**src/lsb_cfg_pkg.sv**
```systemverilog
`default_nettype none

package lsb_cfg_pkg;

    localparam int WORD_W = 32; // operand and result width
    localparam int TAG_W  = 5;  // rob tag, zero means no dependency
    localparam int ADDR_W = 17;

    typedef logic [WORD_W-1:0] word_t;
    typedef logic [TAG_W-1:0]  tag_t;
    typedef logic [ADDR_W-1:0] addr_t;
    typedef logic [7:0]        byte_t;

endpackage

`default_nettype wire
```
**src/lsb_op_pkg.sv**
```systemverilog
`default_nettype none

package lsb_op_pkg;

    import lsb_cfg_pkg::*;

    typedef enum logic [3:0] {
        op_lb,
        op_lh,
        op_lw,
        op_lbu,
        op_lhu,
        op_sb,
        op_sh,
        op_sw
    } mem_op_e;

    typedef enum logic [2:0] {
        st_idle,
        st_read,
        st_read_last, // last read issued, waiting on its byte
        st_write,
        st_finish
    } access_state_e;

    typedef struct packed {
        logic    valid;
        mem_op_e op;
        tag_t    tag;
        word_t   imm;
        tag_t    rs1_dep;
        word_t   rs1_val;
        tag_t    rs2_dep;
        word_t   rs2_val;
    } dispatch_t;

    typedef struct packed {
        logic  valid;
        tag_t  tag;
        word_t value;
    } commit_bcast_t;

    typedef struct packed {
        mem_op_e op;
        tag_t    tag;
        word_t   imm;
        tag_t    rs1_dep;
        word_t   rs1_val;
        tag_t    rs2_dep;
        word_t   rs2_val;
        logic    committed;
    } lsb_entry_t;

    typedef struct packed {
        logic  valid;
        logic  write; // 1 for a store byte
        addr_t addr;
        byte_t wdata;
    } mem_req_t;

    typedef struct packed {
        logic  valid;
        tag_t  tag;
        word_t value;
    } load_result_t;

    function automatic logic is_store(mem_op_e op);
        return op inside {op_sb, op_sh, op_sw};
    endfunction

endpackage

`default_nettype wire

```
**src/lsb_top.sv**
```systemverilog
`timescale 1ns/100ps
`default_nettype none

module lsb_top import lsb_cfg_pkg::*, lsb_op_pkg::*; #(
    parameter int DEPTH = 16
) (
    input  logic          clk_in,
    input  logic          rst_in,
    input  dispatch_t     dispatch,
    input  commit_bcast_t commit,
    input  logic          store_commit,
    input  logic          clear,
    input  byte_t         mem_byte,
    output mem_req_t      mem_req,
    output load_result_t  result,
    output logic          full
);

    lsb_entry_t head;
    logic       head_go;
    logic       abort;
    logic       pop;
    logic       start;
    logic       step;
    logic       capture;
    logic [2:0] remaining;
    logic [1:0] byte_index;
    addr_t      head_addr;
    addr_t      addr;
    byte_t      wdata_byte;
    word_t      result_value;

    assign head_addr = head.rs1_val[ADDR_W-1:0] + head.imm[ADDR_W-1:0]; // low bits of rs1 + imm

    lsb_queue #(
        .DEPTH(DEPTH)
    ) u_lsb_queue (
        .clk_in      (clk_in),
        .rst_in      (rst_in),
        .dispatch    (dispatch),
        .commit      (commit),
        .store_commit(store_commit),
        .clear       (clear),
        .pop         (pop),
        .head        (head),
        .head_go     (head_go),
        .abort       (abort),
        .full        (full)
    );

    mem_access_fsm u_mem_access_fsm (
        .clk_in      (clk_in),
        .rst_in      (rst_in),
        .head        (head),
        .head_go     (head_go),
        .abort       (abort),
        .remaining   (remaining),
        .mem_req     (mem_req),
        .wdata_byte  (wdata_byte),
        .addr        (addr),
        .result_value(result_value),
        .start       (start),
        .step        (step),
        .capture     (capture),
        .pop         (pop),
        .result      (result)
    );

    byte_counter u_byte_counter (
        .clk_in    (clk_in),
        .rst_in    (rst_in),
        .start     (start),
        .step      (step),
        .op        (head.op),
        .base_addr (head_addr),
        .addr      (addr),
        .remaining (remaining),
        .byte_index(byte_index)
    );

    byte_lane_unit u_byte_lane_unit (
        .clk_in      (clk_in),
        .rst_in      (rst_in),
        .capture     (capture),
        .op          (head.op),
        .store_data  (head.rs2_val),
        .byte_index  (byte_index),
        .mem_byte    (mem_byte),
        .wdata_byte  (wdata_byte),
        .result_value(result_value)
    );

endmodule

`default_nettype wire

```
**src/mem_access_fsm.sv**
```systemverilog
`timescale 1ns/100ps
`default_nettype none

module mem_access_fsm import lsb_cfg_pkg::*, lsb_op_pkg::*; (
    input  logic         clk_in,
    input  logic         rst_in,
    input  lsb_entry_t   head,
    input  logic         head_go,
    input  logic         abort,
    input  logic [2:0]   remaining,
    output mem_req_t     mem_req,
    input  byte_t        wdata_byte,
    input  addr_t        addr,
    input  word_t        result_value,
    output logic         start,
    output logic         step,
    output logic         capture,
    output logic         pop,
    output load_result_t result
);

    access_state_e state;
    access_state_e state_next;
    logic          issue;
    logic          finish_load;
    logic          store_op;
    logic          last;

    assign store_op = is_store(head.op);
    assign last     = remaining == 3'd1; // byte being issued is the final one
    assign step     = issue;

    always_comb begin
        state_next  = state;
        issue       = 1'b0;
        start       = 1'b0;
        pop         = 1'b0;
        finish_load = 1'b0;
        case (state)
            st_idle: begin
                if (head_go) begin
                    start = 1'b1;
                    issue = 1'b1;
                    if (last) begin
                        state_next = store_op ? st_finish : st_read_last;
                    end else begin
                        state_next = store_op ? st_write : st_read;
                    end
                end
            end
            st_read: begin
                if (abort) begin
                    state_next = st_idle;
                end else begin
                    issue = 1'b1;
                    if (last) state_next = st_read_last;
                end
            end
            st_write: begin
                issue = 1'b1;
                if (last) state_next = st_finish;
            end
            st_read_last: state_next = abort ? st_idle : st_finish;
            st_finish: begin
                state_next = st_idle;
                if (!abort) begin
                    pop         = 1'b1;
                    finish_load = !store_op;
                end
            end
            default: state_next = st_idle;
        endcase
    end

    always_ff @(posedge clk_in) begin
        mem_req.write <= store_op;
        mem_req.addr  <= addr;
        mem_req.wdata <= wdata_byte;
        result.tag    <= head.tag;
        result.value  <= result_value; // includes the byte arriving now
        if (rst_in) begin
            state         <= st_idle;
            mem_req.valid <= 1'b0;
            result.valid  <= 1'b0;
            capture       <= 1'b0;
        end else begin
            state         <= state_next;
            mem_req.valid <= issue;
            result.valid  <= finish_load;
            capture       <= mem_req.valid && !mem_req.write; // read data due now
        end
    end

    // a request out of st_idle only for a head that may go
    a_idle_start_ready: assert property (
        @(posedge clk_in) disable iff (rst_in)
        (state == st_idle && issue) |->
            (head.rs1_dep == '0 && head.rs2_dep == '0 && (!store_op || head.committed))
    ) else $error("mem_access_fsm: request issued in idle for a head that is not ready");

endmodule

`default_nettype wire

```
**src/lsb_queue.sv**
```systemverilog
`timescale 1ns/100ps
`default_nettype none

module lsb_queue import lsb_op_pkg::*; #(
    parameter int DEPTH = 16
) (
    input  logic          clk_in,
    input  logic          rst_in,
    input  dispatch_t     dispatch,
    input  commit_bcast_t commit,
    input  logic          store_commit,
    input  logic          clear,
    input  logic          pop,
    output lsb_entry_t    head,
    output logic          head_go,
    output logic          abort,
    output logic          full
);

    localparam int PTR_W       = $clog2(DEPTH);
    localparam int CNT_W       = PTR_W + 1;
    localparam int FULL_MARGIN = 2;

    lsb_entry_t       slots [DEPTH];
    lsb_entry_t       entry_in;
    logic [PTR_W-1:0] head_ptr;
    logic [PTR_W-1:0] tail_ptr;
    logic [PTR_W-1:0] commit_ptr;
    logic [CNT_W-1:0] count;
    logic [CNT_W-1:0] commit_cnt; // committed entries form a prefix from head
    logic             dispatch_ok;
    logic             commit_ok;
    logic             pop_committed;
    logic             head_ready;

    // replace a waiting operand with the broadcast value
    function automatic lsb_entry_t wake(lsb_entry_t e, commit_bcast_t c);
        lsb_entry_t w;
        w = e;
        if (c.valid && e.rs1_dep != '0 && e.rs1_dep == c.tag) begin
            w.rs1_dep = '0;
            w.rs1_val = c.value;
        end
        if (c.valid && e.rs2_dep != '0 && e.rs2_dep == c.tag) begin
            w.rs2_dep = '0;
            w.rs2_val = c.value;
        end
        return w;
    endfunction

    assign tail_ptr   = head_ptr + count[PTR_W-1:0];
    assign commit_ptr = head_ptr + commit_cnt[PTR_W-1:0];
    assign head       = slots[head_ptr];

    assign dispatch_ok   = dispatch.valid && !clear;
    assign commit_ok     = store_commit && !clear && (commit_cnt != count);
    assign pop_committed = pop && head.committed;

    assign head_ready = (head.rs1_dep == '0) && (head.rs2_dep == '0);
    assign head_go    = (count != '0) && head_ready && !clear &&
                        (!is_store(head.op) || head.committed);
    assign abort      = clear && (count != '0) && !head.committed;
    assign full       = count >= CNT_W'(DEPTH - FULL_MARGIN);

    // broadcast in the dispatch cycle is caught here
    always_comb begin
        entry_in = wake(lsb_entry_t'{
            op:        dispatch.op,
            tag:       dispatch.tag,
            imm:       dispatch.imm,
            rs1_dep:   dispatch.rs1_dep,
            rs1_val:   dispatch.rs1_val,
            rs2_dep:   dispatch.rs2_dep,
            rs2_val:   dispatch.rs2_val,
            committed: 1'b0
        }, commit);
    end

    always_ff @(posedge clk_in) begin
        for (int i = 0; i < DEPTH; i++) begin
            slots[i] <= wake(slots[i], commit);
        end
        if (commit_ok) begin
            slots[commit_ptr].committed <= 1'b1; // oldest unmarked
        end
        if (dispatch_ok) begin
            slots[tail_ptr] <= entry_in;
        end
    end

    always_ff @(posedge clk_in) begin
        if (rst_in) begin
            head_ptr   <= '0;
            count      <= '0;
            commit_cnt <= '0;
        end else begin
            if (pop) begin
                head_ptr <= head_ptr + 1'b1;
            end
            if (clear) begin
                // only committed stores survive
                count      <= commit_cnt - CNT_W'(pop_committed);
                commit_cnt <= commit_cnt - CNT_W'(pop_committed);
            end else begin
                count      <= count + CNT_W'(dispatch_ok) - CNT_W'(pop);
                commit_cnt <= commit_cnt + CNT_W'(commit_ok) - CNT_W'(pop_committed);
            end
        end
    end

    a_no_dispatch_when_full: assert property (
        @(posedge clk_in) disable iff (rst_in) dispatch.valid |-> !full
    ) else $error("lsb_queue: dispatch while full");

    a_no_pop_when_empty: assert property (
        @(posedge clk_in) disable iff (rst_in) pop |-> count != '0
    ) else $error("lsb_queue: pop while empty");

endmodule

`default_nettype wire

```
**src/byte_lane_unit.sv**
```systemverilog
`timescale 1ns/100ps
`default_nettype none

module byte_lane_unit import lsb_cfg_pkg::*, lsb_op_pkg::*; (
    input  logic       clk_in,
    input  logic       rst_in,
    input  logic       capture,
    input  mem_op_e    op,
    input  word_t      store_data,
    input  logic [1:0] byte_index,
    input  byte_t      mem_byte,
    output byte_t      wdata_byte,
    output word_t      result_value
);

    word_t      gathered;
    word_t      merged;
    logic [1:0] idx_d1;
    logic [1:0] idx_d2; // lane of the byte requested two cycles back

    assign wdata_byte = store_data[{byte_index, 3'b000} +: 8];

    always_comb begin
        merged = gathered;
        if (capture) begin
            merged[{idx_d2, 3'b000} +: 8] = mem_byte;
        end
    end

    always_comb begin
        case (op)
            op_lb:   result_value = {{(WORD_W-8){merged[7]}}, merged[7:0]};
            op_lh:   result_value = {{(WORD_W-16){merged[15]}}, merged[15:0]};
            op_lbu:  result_value = {{(WORD_W-8){1'b0}}, merged[7:0]};
            op_lhu:  result_value = {{(WORD_W-16){1'b0}}, merged[15:0]};
            default: result_value = merged; // lw
        endcase
    end

    always_ff @(posedge clk_in) begin
        if (capture) begin
            gathered <= merged;
        end
        if (rst_in) begin
            idx_d1 <= 2'd0;
            idx_d2 <= 2'd0;
        end else begin
            idx_d1 <= byte_index;
            idx_d2 <= idx_d1;
        end
    end

endmodule

`default_nettype wire

```
**src/byte_counter.sv**
```systemverilog
`timescale 1ns/100ps
`default_nettype none

module byte_counter import lsb_cfg_pkg::*, lsb_op_pkg::*; (
    input  logic       clk_in,
    input  logic       rst_in,
    input  logic       start,
    input  logic       step,
    input  mem_op_e    op,
    input  addr_t      base_addr,
    output addr_t      addr,
    output logic [2:0] remaining,
    output logic [1:0] byte_index
);

    addr_t      addr_q;
    logic [2:0] rem_q;
    logic [2:0] op_bytes;
    logic [1:0] idx_q;

    always_comb begin
        case (op)
            op_lw, op_sw:         op_bytes = 3'd4;
            op_lh, op_lhu, op_sh: op_bytes = 3'd2;
            default:              op_bytes = 3'd1;
        endcase
    end

    // start shows the fresh values in the same cycle
    assign addr       = start ? base_addr : addr_q;
    assign remaining  = start ? op_bytes : rem_q;
    assign byte_index = start ? 2'd0 : idx_q;

    always_ff @(posedge clk_in) begin
        if (step) begin
            addr_q <= addr + addr_t'(1);
        end else if (start) begin
            addr_q <= addr;
        end
        if (rst_in) begin
            rem_q <= 3'd0;
            idx_q <= 2'd0;
        end else if (step) begin
            rem_q <= remaining - 3'd1;
            idx_q <= byte_index + 2'd1;
        end else if (start) begin
            rem_q <= remaining;
            idx_q <= byte_index;
        end
    end

    a_no_step_at_zero: assert property (
        @(posedge clk_in) disable iff (rst_in) step |-> remaining != 3'd0
    ) else $error("byte_counter: step with no bytes left");

endmodule

`default_nettype wire

```
**config.mk**
```make
export PLATFORM = sky130hd
export DESIGN_NAME = lsb_top
export DESIGN_NICKNAME = d
export VERILOG_FILES = /design/src/lsb_cfg_pkg.sv /design/src/lsb_op_pkg.sv /design/src/lsb_top.sv /design/src/mem_access_fsm.sv /design/src/lsb_queue.sv /design/src/byte_lane_unit.sv /design/src/byte_counter.sv
export SDC_FILE = /design/constraint.sdc
export NUM_CORES = 2
export LEC_CHECK = 0
export CAP_MARGIN = 30
export CORE_MARGIN = 5
export CORE_UTILIZATION = 64
export CTS_CLUSTER_DIAMETER = 60
export CTS_CLUSTER_SIZE = 25
export DETAILED_ROUTE_END_ITERATION = 7
export DONT_BUFFER_PORTS = 1
export PLACE_DENSITY = 0.8
export SLEW_MARGIN = 10
export SYNTH_ARGS = -nofsm -noshare
export SYNTH_HDL_FRONTEND = slang
export SYNTH_SLANG_ARGS = --single-unit
```
**constraint.sdc**
```tcl
create_clock -name clk_in -period 7.25 [get_ports clk_in]
set_clock_uncertainty 0.05 [all_clocks]
set_input_delay 1.45 -clock clk_in [delete_from_list [all_inputs] [get_ports clk_in]]
set_output_delay 1.45 -clock clk_in [all_outputs]
set_load 0.01 [all_outputs]
```
==> flow_summary.json <==
{
  "leakagePower_nw": 24.58,
  "ir_drop_mv": 0.2195,
  "powerDensity_nw_per_um2": 231.9,
  "post_cts_buffers": 0,
  "drc": 4,
  "antenna_found_initial": 10,
  "clock_path_buffers": 3,
  "num_vias": 43220,
  "max_cap_viol_count": 0,
  "yosysWarnings": 0,
  "dieArea_sq_um": 113600,
  "ctsHoldBuffers": 0,
  "ctsResizeCount": 0,
  "grt_max_degree": 76,
  "slew_violations": 0,
  "fp.dieH_um": 337.1,
  "first_pass_iters": 8,
  "drtIter0Drc": 6436,
  "min_period_ns": 5.729,
  "hold_class": "reg -> reg",
  "r2r-end": "u_mem_access_fsm.mem_req[2]",
  "status": "finished with violations",
  "violations": "design-rule violations",
  "hold_viol": 0,
  "htreeDepth": 3,
  "grt_pass1_vias": 42970,
  "vias_per_cell": 6.989,
  "clock_sinks": 1521,
  "worstPathRequired_ns": 7.72,
  "seq_area_frac_synth": 0.6506,
  "ant_nets": 0,
  "synth-edff-count": 1409,
  "max_freq_ghz": 0.1746,
  "placed_cells": 5961,
  "die_x_um": 337.1,
  "rsz0062_at_grt": "false",
  "post-route-period-util": 0.7902,
  "rows": 120,
  "synth_fp_nets": 5056,
  "gp_congestion": 0.8662,
  "clkTransAtPathRegs_ns": 0.09,
  "crit_path_start_kind": "register",
  "io_buffers": 0,
  "fin_nets": 4905,
  "instances_no_fill": 6184,
  "synth_area_per_cell_sq_um": 14.16,
  "clockRootBuffer": "clkbuf_16",
  "grtUsageTotal": 0.3273,
  "initial_core_util": 0.6424,
  "finalSetupViolCount": 0,
  "crit_arrival_ns": 6.20,
  "tightest_slew_ns": 1.126,
  "syn_inst": 4836,
  "fillerInstances": 6704,
  "ys_types": 76,
  "overflow": 0,
  "p_total_mw": 17.23,
  "io_pins": 232,
  "coreArea_sq_um": 106600,
  "r2r_cells": 12,
  "synthArstFlopShare": 0,
  "yosys_register_bits": 1521,
  "cts-buffers-inserted": 106,
  "hp-start": "u_byte_lane_unit.idx_d1[0]",
  "cts_tree": "done",
  "areaGrowthSynthToFinish_pct": 8.533,
  "cp_max_fo": 50,
  "place_hpwl_mm": 108.1,
  "r2r_slack_ns": 1.52,
  "drive_gt1_frac": 0.1719,
  "netlist_area_sq_um": 68480,
  "endpoint_kind": "register",
  "crit_type": "reg -> reg",
  "clk_latency_ns": 0.74,
  "grt_pass1_wl_mm": 272.6,
  "maxSlewHeadroom": 0.2494,
  "finalWirelength_mm": 186.2,
  "synth_ff_type": "edfxtp_1",
  "final.setup.tns_ns": 0,
  "crit_end": "u_mem_access_fsm.mem_req[2]",
  "wire_per_inst_um": 30.10
}
## where the power goes
part | leakage, nW | switching (mW) | internal [mW] | total (mW)
combinational | 8.84 | 0.581 | 0.338 | 0.919
sequential | 13.9 | 0.0557 | 9.70 | 9.75
clock | 1.85 | 3.49 | 3.07 | 6.56
total | 24.6 | 4.13 | 13.1 | 17.2
## state kept, by name, summed over array words and instances (netlist names), 3 cells and up, named ones only
name and count:
u_lsb_queue.head_ptr 4, u_lsb_queue.count 5, u_byte_lane_unit.gathered 32, u_byte_counter.rem_q 3
u_lsb_queue.slots 1376, u_mem_access_fsm.state 3, u_mem_access_fsm.mem_req 27, u_mem_access_fsm.result 38
u_byte_counter.addr_q 17, u_lsb_queue.commit_cnt 5
## cell type report
| type | instances | area (sq um) | share of cell area |
|---|---|---|---|
| repair buffers | 155 | 1466 | 0.01973 |
| inverters | 70 | 302.8 | 0.004074 |
| flip-flops and latches | 1521 | 44570 | 0.5997 |
| multi-input cells | 2831 | 22380 | 0.3011 |
| well taps | 1403 | 1755 | 0.02362 |
| diodes | 6 | 15.01 | 0.0002020 |
| clock inverters | 86 | 1122 | 0.01510 |
| clock buffers | 112 | 2718 | 0.03657 |
## logic make-up after synthesis
group           Yosys count  synth area share
buf+inv                 484           0.02764
flops                  1521            0.6506
mux                     480            0.1390
compound gates         1021           0.07981
fa+ha+maj                54           0.01041
simple gates           1073           0.06656
xor+xnor                203           0.02596
## cells in the final DEF (no fill, tap or decap), types with 6 or more instances in the layout
| master | n |
|---|---|
| edfxtp_1 | 1409 |
| a21oi_1 | 613 |
| nor2_1 | 519 |
| mux4_2 | 374 |
| nand2_1 | 284 |
| o21ai_0 | 276 |
| buf_4 | 123 |
| clkbuf_16 | 108 |
| dfxtp_1 | 108 |
| xor2_1 | 105 |
| xnor2_1 | 98 |
| mux2i_1 | 88 |
| nor3_1 | 75 |
| inv_1 | 54 |
| ha_1 | 49 |
| nand3_1 | 48 |
| nor4_1 | 33 |
| a22oi_1 | 25 |
| o21ai_4 | 25 |
| inv_8 | 23 |
| nand4_1 | 22 |
| nand2_2 | 21 |
| clkinv_8 | 19 |
| inv_4 | 16 |
| mux2_2 | 15 |
| nand2b_1 | 14 |
| and3_1 | 13 |
| buf_12 | 13 |
| inv_6 | 11 |
| inv_12 | 11 |
| a22o_1 | 10 |
| or4_1 | 9 |
| a21o_1 | 9 |
| clkinvlp_4 | 8 |
| nor2b_1 | 7 |
| o21a_1 | 7 |
| diode_2 | 6 |
| and2_1 | 6 |
## Yosys cell counts, drive strengths merged, types with 10 or more instances
cell	n	share of area
nand4	22	0.0020
nor2	519	0.028
nor3	76	0.0056
or4	10	0.0012
edfxtp	1409	0.62
a21oi	613	0.045
nor4	33	0.0030
a22oi	26	0.0029
mux2i	90	0.013
nand3	49	0.0037
ha	49	0.0090
and3	13	0.0012
nand2b	14	0.0013
mux4	375	0.12
nand2	305	0.017
xor2	105	0.013
a22o	10	0.0013
clkbuf	356	0.020
inv	70	0.0038
o21ai	304	0.022
xnor2	98	0.013
buf	58	0.0043
dfxtp	112	0.033
mux2	15	0.0025
## critical path, stage by stage (launching register included)
cell      delay (ns)
dfxtp_4         0.88
buf_12          0.46
buf_4           0.68
nand4_1         0.20
nand3_1         0.15
a21boi_0        0.26
o211ai_1        0.37
buf_4           0.25
nand3_2         0.08
buf_4           0.28
nand2_2         0.80
mux2i_1         0.65
mux2i_1         0.32
## worst min path at each step
stage,end,cells after the start
5_1_grt,u_byte_lane_unit.idx_d2[0],1
2_1_floorplan,u_byte_lane_unit.idx_d2[0],1
6_report,u_byte_lane_unit.idx_d2[0],1
4_1_cts,u_byte_lane_unit.idx_d2[0],1
3_5_place_dp,u_byte_lane_unit.idx_d2[0],1
3_3_place_gp,u_byte_lane_unit.idx_d2[1],1
## per-layer routing
layer  part of all wire  track usage  up-vias
met5            0.00014            0        -
met4              0.063       0.1551        6
met3               0.13      0.08191      698
met2               0.48       0.5388     3263
met1               0.33       0.4143    21140
li1                   -            -    18110
## metrics by stage
| stage | worst slack, ns | cell area [sq um] | hold slack [ns] | util |
|---|---|---|---|---|
| floorplan | 1.154 | 68480 | 0.3638 | - |
| global placement | 1.805 | 69940 | 0.3846 | 0.6561 |
| detailed placement | 1.713 | 70220 | 0.3857 | 0.6587 |
| CTS | 1.661 | 74060 | 0.3699 | 0.6948 |
| global route | 1.292 | 74320 | 0.3850 | 0.6971 |
| finish | 1.521 | 74320 | 0.3782 | 0.6972 |
Power figures use the tool's default switching activity.
